===== src/verilog/emesh_macros.svh =====
`ifndef EMESH_MACROS_SVH
`define EMESH_MACROS_SVH

// mesh packet and bus widths
`define EMESH_PW        104      // full packet incl access bit
`define EMESH_AW        32       // mesh address
`define EMESH_DW        32       // mesh data, no 64b transfers

`define AXI_IDW         12       // axi id width on aw/ar/b/r

// node identity for read replies
`define EMESH_ID        12'h810
`define EGROUP_RR       4'hd     // read-reply group
`define RETURN_ADDR     {`EMESH_ID, `EGROUP_RR}

// target memory depth, 64 words
`define MEM_WORDS_LOG2  6

`endif


===== src/verilog/emesh_pkg.sv =====
`include "emesh_macros.svh"

package emesh_pkg;

   // mesh transfer size, same code as axi size[1:0]
   typedef enum logic [1:0] {
      dm_byte   = 2'd0,
      dm_half   = 2'd1,
      dm_word   = 2'd2,
      dm_double = 2'd3     // not used by this bridge
   } datamode_t;

   typedef enum logic [1:0] {
      burst_fixed = 2'd0,
      burst_incr  = 2'd1,
      burst_wrap  = 2'd2   // handled like fixed
   } axi_burst_t;

   typedef enum logic [1:0] {
      resp_okay   = 2'd0,
      resp_exokay = 2'd1,
      resp_slverr = 2'd2,
      resp_decerr = 2'd3
   } axi_resp_t;

   // write channel fsm
   typedef enum logic [1:0] {
      wr_idle = 2'd0,    // waiting for aw
      wr_data = 2'd1,    // taking w beats
      wr_resp = 2'd2     // holding b until accepted
   } wr_state_t;

   typedef logic [`EMESH_PW-1:0] emesh_packet_t;

   // ##########################################################################
   // packet layout, lsb first
   //   [0] access  [1] write  [3:2] datamode  [7:4] ctrlmode
   //   [39:8] dstaddr  [71:40] data  [103:72] srcaddr
   // ##########################################################################
   typedef struct packed {
      logic [`EMESH_AW-1:0] srcaddr;
      logic [`EMESH_DW-1:0] data;
      logic [`EMESH_AW-1:0] dstaddr;
      logic [3:0]           ctrlmode;
      datamode_t            datamode;
      logic                 write;
      logic                 access;
   } emesh_fields_t;

   function automatic emesh_packet_t emesh_pack(
      input logic                 access,
      input logic                 write,
      input datamode_t            datamode,
      input logic [3:0]           ctrlmode,
      input logic [`EMESH_AW-1:0] dstaddr,
      input logic [`EMESH_DW-1:0] data,
      input logic [`EMESH_AW-1:0] srcaddr
   );
      return {srcaddr, data, dstaddr, ctrlmode, datamode, write, access};
   endfunction

   function automatic emesh_fields_t emesh_unpack(input emesh_packet_t packet);
      emesh_fields_t f;
      f.access   = packet[0];
      f.write    = packet[1];
      f.datamode = datamode_t'(packet[3:2]);
      f.ctrlmode = packet[7:4];
      f.dstaddr  = packet[39:8];
      f.data     = packet[71:40];
      f.srcaddr  = packet[103:72];
      return f;
   endfunction

endpackage


===== src/verilog/esaxi_decode.sv =====
`timescale 1ns/100ps
`include "emesh_macros.svh"

module esaxi_decode (
   input  logic                    s_axi_aclk,
   input  logic                    s_axi_aresetn,
   // write address
   input  logic [`AXI_IDW-1:0]     awid,
   input  logic [`EMESH_AW-1:0]    awaddr,
   input  logic [7:0]              awlen,
   input  logic [2:0]              awsize,
   input  emesh_pkg::axi_burst_t   awburst,
   input  logic                    awvalid,
   output logic                    awready,
   // write data, payload goes straight to execute
   input  logic                    wlast,
   input  logic                    wvalid,
   output logic                    wready,
   // write response
   output logic [`AXI_IDW-1:0]     bid,
   output emesh_pkg::axi_resp_t    bresp,
   output logic                    bvalid,
   input  logic                    bready,
   // read address
   input  logic [`AXI_IDW-1:0]     arid,
   input  logic [`EMESH_AW-1:0]    araddr,
   input  logic [7:0]              arlen,
   input  logic [2:0]              arsize,
   input  emesh_pkg::axi_burst_t   arburst,
   input  logic                    arvalid,
   output logic                    arready,
   // read data bookkeeping, data itself comes from result
   output logic [`AXI_IDW-1:0]     rid,
   output logic                    rlast,
   input  logic                    rready,
   input  logic                    rvalid,
   // mesh write back-pressure
   input  logic                    txwr_wait,
   // to execute
   output logic                    w_beat,
   output logic [`EMESH_AW-1:0]    wr_addr,
   output emesh_pkg::datamode_t    wr_size,
   output logic                    rd_start,
   output logic                    rd_next,
   output logic [`EMESH_AW-1:0]    rd_addr,
   output emesh_pkg::datamode_t    rd_size
);
   import emesh_pkg::*;

   wr_state_t  wr_state;
   axi_burst_t wr_burst;         // captured aw burst type
   axi_burst_t rd_burst;
   logic [7:0] wr_len;           // beats left after the current one
   logic [7:0] rd_len;
   logic       aw_hs;
   logic       ar_hs;
   logic       b_hs;
   logic       r_beat;
   logic       last_wr_beat;
   logic       last_rd_beat;
   logic       read_active;      // one read burst in flight
   logic       read_active_q;    // for the leading edge

   assign aw_hs        = awready & awvalid;
   assign ar_hs        = arready & arvalid;
   assign b_hs         = bvalid & bready;
   assign w_beat       = wready & wvalid;
   assign r_beat       = rvalid & rready;
   // wlast normally ends it, the length count is a backstop
   assign last_wr_beat = w_beat & (wlast | (wr_len == 8'd0));
   assign last_rd_beat = r_beat & rlast;

   assign bresp = resp_okay;     // no error responses

   // ##########################################################################
   // write channel
   // ##########################################################################
   always_ff @(posedge s_axi_aclk)
   begin
      if (!s_axi_aresetn)
      begin
         wr_state <= wr_idle;
         awready  <= 1'b1;          // ready for an address out of reset
         wready   <= 1'b0;
         bvalid   <= 1'b0;
         wr_len   <= 8'd0;
      end
      else
      begin
         case (wr_state)
            wr_idle:
               if (aw_hs)
               begin
                  wr_state <= wr_data;
                  awready  <= 1'b0;
               end
            wr_data:
               if (last_wr_beat)
               begin
                  wr_state <= wr_resp;
                  bvalid   <= 1'b1;  // b one cycle after last beat
               end
            wr_resp:
               if (b_hs)
               begin
                  wr_state <= wr_idle;
                  bvalid   <= 1'b0;
                  awready  <= 1'b1;  // next aw only once b is gone
               end
            default:
               wr_state <= wr_idle;
         endcase

         // mesh stall drops wready on the next cycle
         wready <= ~txwr_wait & (aw_hs | ((wr_state == wr_data) & ~last_wr_beat));

         if (aw_hs)
            wr_len <= awlen;
         else if (w_beat)
            wr_len <= wr_len - 8'd1;
      end
   end

   // aw capture and beat address
   always_ff @(posedge s_axi_aclk)
   begin
      if (aw_hs)
      begin
         bid      <= awid;          // echoed on b
         wr_addr  <= awaddr;
         wr_size  <= datamode_t'(awsize[1:0]);
         wr_burst <= awburst;
      end
      else if (w_beat && wr_burst == burst_incr)
         wr_addr <= {wr_addr[`EMESH_AW-1:2] + 30'd1, 2'b00};  // next word, aligned
      // fixed and wrap keep the start address
   end

   // ##########################################################################
   // read channel
   // ##########################################################################
   always_ff @(posedge s_axi_aclk)
   begin
      if (!s_axi_aresetn)
      begin
         arready       <= 1'b0;
         read_active   <= 1'b0;
         read_active_q <= 1'b0;
         rd_start      <= 1'b0;
         rd_next       <= 1'b0;
         rlast         <= 1'b0;
         rd_len        <= 8'd0;
      end
      else
      begin
         if (ar_hs)
            arready <= 1'b0;
         else if (!read_active)
            arready <= 1'b1;        // rises a cycle after reset

         if (ar_hs)
            read_active <= 1'b1;
         else if (last_rd_beat)
            read_active <= 1'b0;

         read_active_q <= read_active;
         rd_start      <= read_active & ~read_active_q;  // first request
         rd_next       <= r_beat & ~rlast;                // one request per beat

         if (ar_hs)
         begin
            rd_len <= arlen;
            rlast  <= (arlen == 8'd0);  // single beat read
         end
         else if (r_beat)
         begin
            rd_len <= rd_len - 8'd1;
            if (rd_len == 8'd1)
               rlast <= 1'b1;
         end
      end
   end

   // ar capture and beat address
   always_ff @(posedge s_axi_aclk)
   begin
      if (ar_hs)
      begin
         rid      <= arid;
         rd_addr  <= araddr;
         rd_size  <= datamode_t'(arsize[1:0]);
         rd_burst <= arburst;
      end
      else if (r_beat && rd_burst == burst_incr)
         rd_addr <= {rd_addr[`EMESH_AW-1:2] + 30'd1, 2'b00};
   end

endmodule


===== src/verilog/esaxi_execute.sv =====
`timescale 1ns/100ps
`include "emesh_macros.svh"

module esaxi_execute (
   input  logic                    s_axi_aclk,
   input  logic                    s_axi_aresetn,
   input  logic                    w_beat,
   input  logic [`EMESH_DW-1:0]    wdata,
   input  logic [3:0]              wstrb,
   input  logic [`EMESH_AW-1:0]    wr_addr,
   input  emesh_pkg::datamode_t    wr_size,
   input  logic                    rd_start,
   input  logic                    rd_next,
   input  logic [`EMESH_AW-1:0]    rd_addr,
   input  emesh_pkg::datamode_t    rd_size,
   output logic                    txwr_access,
   output emesh_pkg::emesh_packet_t txwr_packet,
   output logic                    txrd_access,
   output emesh_pkg::emesh_packet_t txrd_packet
);
   import emesh_pkg::*;

   logic [1:0]           lane;        // lowest strobed byte
   logic [`EMESH_DW-1:0] steer_data;
   // enable stage
   logic                 wr_en_q;
   logic [`EMESH_DW-1:0] wr_data_q;
   logic [`EMESH_AW-1:0] wr_dst_q;
   datamode_t            wr_mode_q;
   // access stage
   logic [`EMESH_DW-1:0] tx_data;
   logic [`EMESH_AW-1:0] tx_dst;
   datamode_t            tx_mode;
   // read request
   logic [`EMESH_AW-1:0] rd_dst;
   datamode_t            rd_mode;

   // word writes always start at lane 0
   always_comb
   begin
      if (wstrb[0] || wr_size == dm_word)
         lane = 2'd0;
      else if (wstrb[1])
         lane = 2'd1;
      else if (wstrb[2])
         lane = 2'd2;
      else
         lane = 2'd3;
   end

   assign steer_data = wdata >> {lane, 3'b000};  // right-align the lane

   always_ff @(posedge s_axi_aclk)
   begin
      if (!s_axi_aresetn)
      begin
         wr_en_q     <= 1'b0;
         txwr_access <= 1'b0;
         txrd_access <= 1'b0;
      end
      else
      begin
         wr_en_q     <= w_beat;
         txwr_access <= wr_en_q;            // two cycles after the w beat
         txrd_access <= rd_start | rd_next;
      end
   end

   // payload follows the access bits stage by stage
   always_ff @(posedge s_axi_aclk)
   begin
      wr_data_q <= steer_data;
      wr_dst_q  <= {wr_addr[`EMESH_AW-1:2], lane};
      wr_mode_q <= wr_size;
      tx_data   <= wr_data_q;
      tx_dst    <= wr_dst_q;
      tx_mode   <= wr_mode_q;
      rd_dst    <= rd_addr;
      rd_mode   <= rd_size;
   end

   assign txwr_packet = emesh_pack(txwr_access, 1'b1, tx_mode, 4'h0, tx_dst, tx_data,
                                   {`EMESH_AW{1'b0}});
   // reply comes back to our node, read-reply group
   assign txrd_packet = emesh_pack(txrd_access, 1'b0, rd_mode, 4'h0, rd_dst,
                                   {`EMESH_DW{1'b0}}, {`RETURN_ADDR, 16'h0000});

endmodule


===== src/verilog/esaxi_result.sv =====
`timescale 1ns/100ps
`include "emesh_macros.svh"

module esaxi_result (
   input  logic                     s_axi_aclk,
   input  logic                     s_axi_aresetn,
   input  logic                     rxrr_access,
   input  emesh_pkg::emesh_packet_t rxrr_packet,
   input  emesh_pkg::datamode_t     rd_size,
   input  logic                     rready,
   output logic                     rvalid,
   output logic [`EMESH_DW-1:0]     rdata,
   output emesh_pkg::axi_resp_t     rresp
);
   import emesh_pkg::*;

   emesh_fields_t        rr_f;
   logic [`EMESH_DW-1:0] rep_data;   // replicated onto all lanes

   assign rr_f = emesh_unpack(rxrr_packet);

   // reply data arrives right-aligned
   always_comb
   begin
      case (rd_size)
         dm_byte: rep_data = {4{rr_f.data[7:0]}};
         dm_half: rep_data = {2{rr_f.data[15:0]}};
         default: rep_data = rr_f.data;
      endcase
   end

   // one read outstanding so a reply never lands on a held beat
   always_ff @(posedge s_axi_aclk)
   begin
      if (!s_axi_aresetn)
         rvalid <= 1'b0;
      else if (rxrr_access)
         rvalid <= 1'b1;
      else if (rready)
         rvalid <= 1'b0;            // held while rready low
   end

   always_ff @(posedge s_axi_aclk)
   begin
      if (rxrr_access)
         rdata <= rep_data;
   end

   assign rresp = resp_okay;

endmodule


===== src/verilog/esaxi_top.sv =====
`timescale 1ns/100ps
`include "emesh_macros.svh"

module esaxi_top (
   input  logic                  s_axi_aclk,
   input  logic                  s_axi_aresetn,
   input  logic [`AXI_IDW-1:0]   awid,
   input  logic [`EMESH_AW-1:0]  awaddr,
   input  logic [7:0]            awlen,
   input  logic [2:0]            awsize,
   input  logic [1:0]            awburst,
   input  logic                  awvalid,
   output logic                  awready,
   input  logic [`EMESH_DW-1:0]  wdata,
   input  logic [3:0]            wstrb,
   input  logic                  wlast,
   input  logic                  wvalid,
   output logic                  wready,
   output logic [`AXI_IDW-1:0]   bid,
   output logic [1:0]            bresp,
   output logic                  bvalid,
   input  logic                  bready,
   input  logic [`AXI_IDW-1:0]   arid,
   input  logic [`EMESH_AW-1:0]  araddr,
   input  logic [7:0]            arlen,
   input  logic [2:0]            arsize,
   input  logic [1:0]            arburst,
   input  logic                  arvalid,
   output logic                  arready,
   output logic [`AXI_IDW-1:0]   rid,
   output logic [`EMESH_DW-1:0]  rdata,
   output logic [1:0]            rresp,
   output logic                  rlast,
   output logic                  rvalid,
   input  logic                  rready,
   input  logic                  mesh_stall     // target side stall
);
   import emesh_pkg::*;

   logic                 w_beat;
   logic [`EMESH_AW-1:0] wr_addr;
   datamode_t            wr_size;
   logic                 rd_start;
   logic                 rd_next;
   logic [`EMESH_AW-1:0] rd_addr;
   datamode_t            rd_size;
   logic                 txwr_access;
   emesh_packet_t        txwr_packet;
   logic                 txwr_wait;
   logic                 txrd_access;
   emesh_packet_t        txrd_packet;
   logic                 rxrr_access;
   emesh_packet_t        rxrr_packet;

   esaxi_decode i_decode (
      .s_axi_aclk, .s_axi_aresetn,
      .awid, .awaddr, .awlen, .awsize,
      .awburst (axi_burst_t'(awburst)),
      .awvalid, .awready,
      .wlast, .wvalid, .wready,
      .bid, .bresp, .bvalid, .bready,
      .arid, .araddr, .arlen, .arsize,
      .arburst (axi_burst_t'(arburst)),
      .arvalid, .arready,
      .rid, .rlast, .rready, .rvalid,
      .txwr_wait,
      .w_beat, .wr_addr, .wr_size,
      .rd_start, .rd_next, .rd_addr, .rd_size
   );

   esaxi_execute i_execute (
      .s_axi_aclk, .s_axi_aresetn,
      .w_beat, .wdata, .wstrb, .wr_addr, .wr_size,
      .rd_start, .rd_next, .rd_addr, .rd_size,
      .txwr_access, .txwr_packet, .txrd_access, .txrd_packet
   );

   esaxi_result i_result (
      .s_axi_aclk, .s_axi_aresetn,
      .rxrr_access, .rxrr_packet, .rd_size, .rready,
      .rvalid, .rdata, .rresp
   );

   mesh_mem i_mesh_mem (
      .s_axi_aclk, .s_axi_aresetn, .mesh_stall,
      .txwr_access, .txwr_packet, .txrd_access, .txrd_packet,
      .txwr_wait, .rxrr_access, .rxrr_packet
   );

endmodule


===== src/verilog/mesh_mem.sv =====
`timescale 1ns/100ps
`include "emesh_macros.svh"

module mesh_mem (
   input  logic                     s_axi_aclk,
   input  logic                     s_axi_aresetn,
   input  logic                     mesh_stall,
   input  logic                     txwr_access,
   input  emesh_pkg::emesh_packet_t txwr_packet,
   input  logic                     txrd_access,
   input  emesh_pkg::emesh_packet_t txrd_packet,
   output logic                     txwr_wait,
   output logic                     rxrr_access,
   output emesh_pkg::emesh_packet_t rxrr_packet
);
   import emesh_pkg::*;

   localparam int mem_words = 1 << `MEM_WORDS_LOG2;

   logic [`EMESH_DW-1:0]       mem [mem_words];
   emesh_fields_t              wr_f;
   emesh_fields_t              rd_f;
   logic [`MEM_WORDS_LOG2-1:0] wr_idx;
   logic [`MEM_WORDS_LOG2-1:0] rd_idx;
   logic [1:0]                 wr_ofs;     // byte offset in the word
   logic [3:0]                 wr_be;
   logic [`EMESH_DW-1:0]       wr_word;    // data moved onto its lanes
   logic [`EMESH_DW-1:0]       rd_word;
   logic [`EMESH_DW-1:0]       rd_align;
   logic [`EMESH_AW-1:0]       rr_dst;
   logic [`EMESH_DW-1:0]       rr_data;
   datamode_t                  rr_mode;

   assign txwr_wait = mesh_stall;           // stall seen as write wait level

   assign wr_f   = emesh_unpack(txwr_packet);
   assign rd_f   = emesh_unpack(txrd_packet);
   assign wr_idx = wr_f.dstaddr[`MEM_WORDS_LOG2+1:2];
   assign rd_idx = rd_f.dstaddr[`MEM_WORDS_LOG2+1:2];
   assign wr_ofs = (wr_f.datamode == dm_word) ? 2'd0 : wr_f.dstaddr[1:0];

   always_comb
   begin
      case (wr_f.datamode)
         dm_byte: wr_be = 4'b0001 << wr_ofs;
         dm_half: wr_be = 4'b0011 << wr_ofs;
         default: wr_be = 4'b1111;
      endcase
   end

   assign wr_word = wr_f.data << {wr_ofs, 3'b000};

   // byte-lane writes, no wait of its own
   always_ff @(posedge s_axi_aclk)
   begin
      if (txwr_access)
         for (int i = 0; i < 4; i++)
            if (wr_be[i])
               mem[wr_idx][8*i +: 8] <= wr_word[8*i +: 8];
   end

   assign rd_word = mem[rd_idx] >> {rd_f.dstaddr[1:0], 3'b000};

   always_comb
   begin
      case (rd_f.datamode)
         dm_byte: rd_align = {24'h0, rd_word[7:0]};
         dm_half: rd_align = {16'h0, rd_word[15:0]};
         default: rd_align = rd_word;
      endcase
   end

   // reply one cycle after the request
   always_ff @(posedge s_axi_aclk)
   begin
      if (!s_axi_aresetn)
         rxrr_access <= 1'b0;
      else
         rxrr_access <= txrd_access;
   end

   always_ff @(posedge s_axi_aclk)
   begin
      if (txrd_access)
      begin
         rr_dst  <= rd_f.srcaddr;           // back to the requester
         rr_data <= rd_align;
         rr_mode <= rd_f.datamode;
      end
   end

   assign rxrr_packet = emesh_pack(rxrr_access, 1'b1, rr_mode, 4'h0, rr_dst, rr_data,
                                   {`EMESH_AW{1'b0}});

endmodule

===== config.mk =====
export PLATFORM = sky130hd
export DESIGN_NAME = esaxi_top
export DESIGN_NICKNAME = d
export VERILOG_FILES = /design/src/verilog/emesh_pkg.sv /design/src/verilog/esaxi_decode.sv /design/src/verilog/esaxi_execute.sv /design/src/verilog/esaxi_result.sv /design/src/verilog/esaxi_top.sv /design/src/verilog/mesh_mem.sv
export VERILOG_INCLUDE_DIRS = /design/src /design/src/verilog
export SDC_FILE = /design/constraint.sdc
export NUM_CORES = 2
export LEC_CHECK = 0
export BUFFER_PORTS_ARGS = -buffer_cell sky130_fd_sc_hd__buf_2
export CAP_MARGIN = 20
export CORE_ASPECT_RATIO = 1.4
export CORE_MARGIN = 1.5
export CORE_UTILIZATION = 30
export DETAILED_ROUTE_END_ITERATION = 10
export PLACE_DENSITY = 0.41
export SLEW_MARGIN = 25
export SYNTH_ARGS = -nofsm -noshare
export SYNTH_HDL_FRONTEND = slang
export SYNTH_SLANG_ARGS = --single-unit

===== constraint.sdc =====
create_clock -name s_axi_aclk -period 11 [get_ports s_axi_aclk]
set_input_delay 1.1 -clock s_axi_aclk [delete_from_list [all_inputs] [get_ports s_axi_aclk]]
set_output_delay 1.1 -clock s_axi_aclk [all_outputs]
set_load 0.02 [all_outputs]

Word-level counts from Yosys, hierarchy flattened
Memory sizes are Yosys's and may differ from the RTL's. A register that Yosys moved wholly into a read port is not among the register bits.
Cells that the tools add are included.
Cells by class
  add/sub/neg operators: 4
  eq/ne operators: 13
  shift operators: 5
  multiplexer cells: 44
  bitwise operators: 19
  reductions and logical operators: 23
Operators by type and width (number)
  $mux 32: 4
  $pmux 32 s2: 2
  $shr 32x5->32: 2
  $add 30x1->30 const B: 2
  $mux 8: 4
  $shl 32x5->32: 1
  $mux 1: 24
  $reduce_bool 2->1: 9
  $logic_not 8->1: 2
  $sub 8x1->8 const B: 2
  $eq 2x1->1 const B: 6
  $mux 2: 6
  $and 1x1->1: 11
  $reduce_and 3->1: 3
  $eq 8x1->1 const B: 1
  $logic_not 2->1: 4
  $pmux 4 s2: 1
  $eq 2x2->1 const B: 3
  $ne 2x1->1 const B: 3
  $pmux 2 s3: 1
  $not 1->1: 5
  $pmux 1 s2: 2
  $shl 1x2->4 const A: 1
  $shl 2x2->4 const A: 1
  5 further kinds: 8
Word-level totals
  bits in registers: 286
  RAM bits: 2048
  input port bits: 159
  word-level logic and storage cells: 144
  memories: 1
Memory list
  i_mesh_mem.mem: depth 64, width 32, rd ports 1, clocked after memory_dff 1, write ports 1, RTL line mesh_mem.sv:20  | logic [`EMESH_DW-1:0] mem [mem_words];

Logic depth before layout (Yosys ltp)
  word-level depth: 7
  gate-level depth with buffers: 12
  depth with buffers taken out: 7

Modules after synthesis
Synthesis repeated with hierarchy kept, for this count alone.
Unflattened totals
  cells, all modules: 5103
  area, all modules: 95148.8 µm²
Modules (own cells, without submodules)
  mesh_mem: instances 1, cells each 4034, area each 82564.2 µm², sequential area each 63500.9 µm²
  esaxi_decode: instances 1, cells each 590, area each 6128.4 µm², sequential area each 3423.3 µm²
  esaxi_execute: instances 1, cells each 396, area each 5038.6 µm², sequential area each 3383.2 µm²
  esaxi_result: instances 1, cells each 83, area each 1417.6 µm², sequential area each 980.9 µm²

Least setup slack after synthesis
OpenSTA, ideal clock, no wires.
  path type: flip-flop to flip-flop
  start point: register i_execute.tx_mode[1]
  end point: memory i_mesh_mem.mem[0][26] in the netlist's numbering, data pin
  setup time: 0.588 ns
  arrival: 3.274 ns
  data required time: 10.412 ns
  slack: 7.138 ns
  cell stages (with the launch flop): 8
  period minus slack after synthesis: 3.862 ns
  cell sequence: dfxtp_1 clkbuf_1 nand2b_1 nand2_1 clkbuf_1 clkbuf_1 nand2_1 a31oi_1
On the way
  longest elaborated chain between the ends: 3
Ends and longest elaborated chain
  from (decl): RTL line esaxi_execute.sv:33  | datamode_t tx_mode;
  from (signal assigned): RTL line esaxi_execute.sv:77  | tx_mode <= wr_mode_q;
  $eq 2x2->1: RTL line mesh_mem.sv:40  | assign wr_ofs = (wr_f.datamode == dm_word) ? 2'd0 : wr_f.dstaddr[1:0];
  $mux 2: RTL line mesh_mem.sv:40
  $shl 32x5->32: RTL line mesh_mem.sv:51  | assign wr_word = wr_f.data << {wr_ofs, 3'b000};
  named net i_mesh_mem.wr_word[26]: RTL line mesh_mem.sv:27  | logic [`EMESH_DW-1:0] wr_word;
  to (decl): RTL line mesh_mem.sv:20
The timed path passes the listed nets, and every way through them passes these cells.

==> impl_results.md <==
- Status: finished with violations
- Failing checks: antenna rules
- Post-synthesis register bit count: 2,284
- Setup_tns: 0 ns
- Setup violations, final: 0
- Starting density of the core: between 30% and 40%
- Skew final: ~0.063 ns
- Pwr dens: roughly 190 mW/mm2
- Detailed Routing Iterations Pass 1: 6
- GRT Util Overall: a little under a fifth
- CTS resizes: 0
- Primary FF master, synth: edfxtp_1
- Vias in the first global route: around 46,000
- DR iter-0 viols: slightly above 4,000
- Inst Count DP: roughly 8,500
- FF-to-FF setup slack: 5.53 ns
- Max_slew headroom: 26.9%
- CP peak stage delay: 0.79 ns
- Util after Layout: between 30 and 40%
- Overflow left after global routing: 0
- Die Ht: between 600 and 700 um
- Post-DP HPWL: approximately 180 mm
- Critical path, cell by cell: buf_4 > buf_4 > mux4_2 > and3_1 > a21oi_1 > and4_1 > nand4_1 > a221oi_1 > buf_4 > a21oi_1
- Ys async rst share: 0%
- Clk root buf: clkbuf_16
- Required @ worst endpoint: between 10 and 15 ns
- Max_cap viols: 0
- Clk sinks: 2,284
- Synth top cells by count: edfxtp_1 (2,158), mux4_2 (404), nor2_1 (388), mux2i_1 (257), nand2_1 (203)
- Pin count of the biggest net entering global routing: 93
- Tcrit/Tclk final: between 40 and 50%
- Synth Area per Inst: ~19 um2
- Die Width: about 460 um
- Seq/Total Area, Yosys: about 76%
- Vias per inst: around 5
- Most frequent cell after synthesis: edfxtp_1
- Share of cells above drive strength 1: between 20% and 30%
- I/O Pins: 225
- Area after DPL: 0.0940 mm2
- Worst Path Max Fanout: 39
- RSZ-0062 raised after global routing: false
- H-Tree Depth: 4
- Cts hold-fix bufs: 0
- Crit path arrival time: 6.12 ns
- CTS buffer count: 234
- Worst skew pair latency: 0.93 ns
- Row cnt: 235
- Buffers on Ports: about 170
- Tot Pwr: 18.9 mW
- Fin cells: 8,982
- Max Slew Vio Count: 0
- Core Region: 0.293 mm2
- Max frequency: between 0.15 and 0.2 GHz
- WS Path Type: reg -> reg
- Maximum root-to-sink buffer count: 4
- R2R depth: 10
- Leakage: approximately 32 nW
- Clock transition at path regs: about 0.06 ns
- Total wire length: ~280 mm
- Distinct cells, synth: between 60 and 70
- Post-synth top area share: around 74%
- Worst Tran Pin Value: 1.09 ns
- Synth area leader: edfxtp_1
- Antenna Violating Nets Remaining: 1
- Most frequent CP cell: buf_4
- CTS tree: yes
- Synth top area cells: edfxtp_1 (74%), mux4_2 (10%), mux2i_1 (2.9%), dfxtp_1 (2.9%), nor2_1 (1.7%)
- Final RePlAce weighted congestion: 0.792
- Antenna violations before repair: 19
- First-pass GRT wire length: approximately 390 mm
- Fin area: a little over 0.1 mm2
- Post-Synthesis Cells: 4,607
- Crit path capture type: register
- Die area: just under 0.3 mm2
- YS warnings: 0
- Area Overhead vs Synth: 14.9%
- # nets final: 5,038
- Routed WL per cell: around 32 um
- EDFF count, synth: about 2,200
- DRC: 0
- Mapped cell area: 0.0882 mm2
- CP startpoint kind: register
- VDD IR max: about 0.13 mV
- Postcts setup bufs: 0
- Final Hold Fails: 0
- CP max stage cell: nand4_1
- Final min period: ~5.5 ns
- Hold path depth: 0
- Vias: 45,200
- Min-Delay Path Class: reg -> reg
==> per-stage QoR <==
stage          hold WS [ns]  worst slack, ns
2_1_floorplan         0.310             7.14
3_3_place_gp          0.315             5.35
3_5_place_dp          0.312             5.35
4_1_cts               0.284             5.36
5_1_grt               0.320             5.24
6_report              0.322             5.53
==> power by group <==
group | internal [mW] | total [mW] | switching (mW)
sequential | 9.76 | 9.81 | 0.0490
combinational | 0.336 | 1.27 | 0.935
clock | 4.35 | 7.78 | 3.43
==> layout make-up <==
class | count | area [um2]
multi-input cells | 2034 | 19800
repair buffers | 300 | 1900
fillers | 27600 | 191000
well taps | 3910 | 4890
clock buffers | 287 | 6190
inverters | 19 | 71.3
flip-flops and latches | 2284 | 67300
clock inverters | 128 | 1060
diodes | 20 | 50.0
==> registers in the layout, summed over array words and instances (netlist names), 12 cells and up <==
| signal | flops |
|---|---|
| i_execute.tx_data | 32 |
| i_decode.rid | 12 |
| i_execute.wr_data_q | 32 |
| i_mesh_mem.mem | 2048 |
| i_decode.bid | 12 |
| i_result.rdata | 32 |
| i_mesh_mem.rr_data | 32 |
==> layout by cell type (no fill, tap or decap), drive strengths merged, types with 15 or more instances in the layout <==
cell    instances
edfxtp       2158
clkbuf        287
nand3          53
diode          20
clkinv        104
o21ai          50
a211oi         19
a22o           17
a22oi         175
a31oi          31
o221ai         20
buf           300
mux2           26
inv            21
nand2         203
nor2b          15
and3           31
bufinv         16
a221oi         34
mux2i         257
nand4          18
a21oi         118
dfxtp         126
nor3           22
mux4          404
and2           19
nor2          389
==> cell families (layout without fill, tap and decap cells) <==
kind of cell / count (synthesis) / count (layout) / share of synthesized area [%]
simple gates: 794 / 794 / 3.91
other cells: 1 / 24 / 0.00425
fa+ha+maj: 6 / 6 / 0.0852
compound gates: 523 / 523 / 4.08
flops: 2284 / 2284 / 76.4
xor+xnor: 20 / 20 / 0.199
buf+inv: 292 / 734 / 1.78
mux: 687 / 687 / 13.6
==> metal layers <==
layer | track usage (%) | part of all wire, %
met1 | 24.7 | 41
met2 | 32.3 | 50
met3 | 2.45 | 5.1
met4 | 6.31 | 3.8
met5 | 0 | 0.0035
==> critical path: cells and delay by family (launching register included) <==
kind | cells | cell delay (ns)
buffers and inverters | 3 | 1.75
and+or+nand+nor | 3 | 1.29
AOI/OAI and AO/OA | 3 | 0.78
DFF | 1 | 0.68
muxes | 1 | 0.62
==> path summary, 6_finish.rpt <==
check                                                     from                         endpoint
worst max-delay path               i_execute.rd_dst[2]$_DFF_P_  i_mesh_mem.rr_data[3]$_DFFE_PP_
worst min-delay path            i_execute.wr_data_q[7]$_DFF_P_     i_execute.tx_data[7]$_DFF_P_
worst max register to register     i_execute.rd_dst[2]$_DFF_P_  i_mesh_mem.rr_data[3]$_DFFE_PP_
worst min register to register  i_execute.wr_data_q[7]$_DFF_P_     i_execute.tx_data[7]$_DFF_P_
Note: power is estimated with default switching activity, not from simulation.
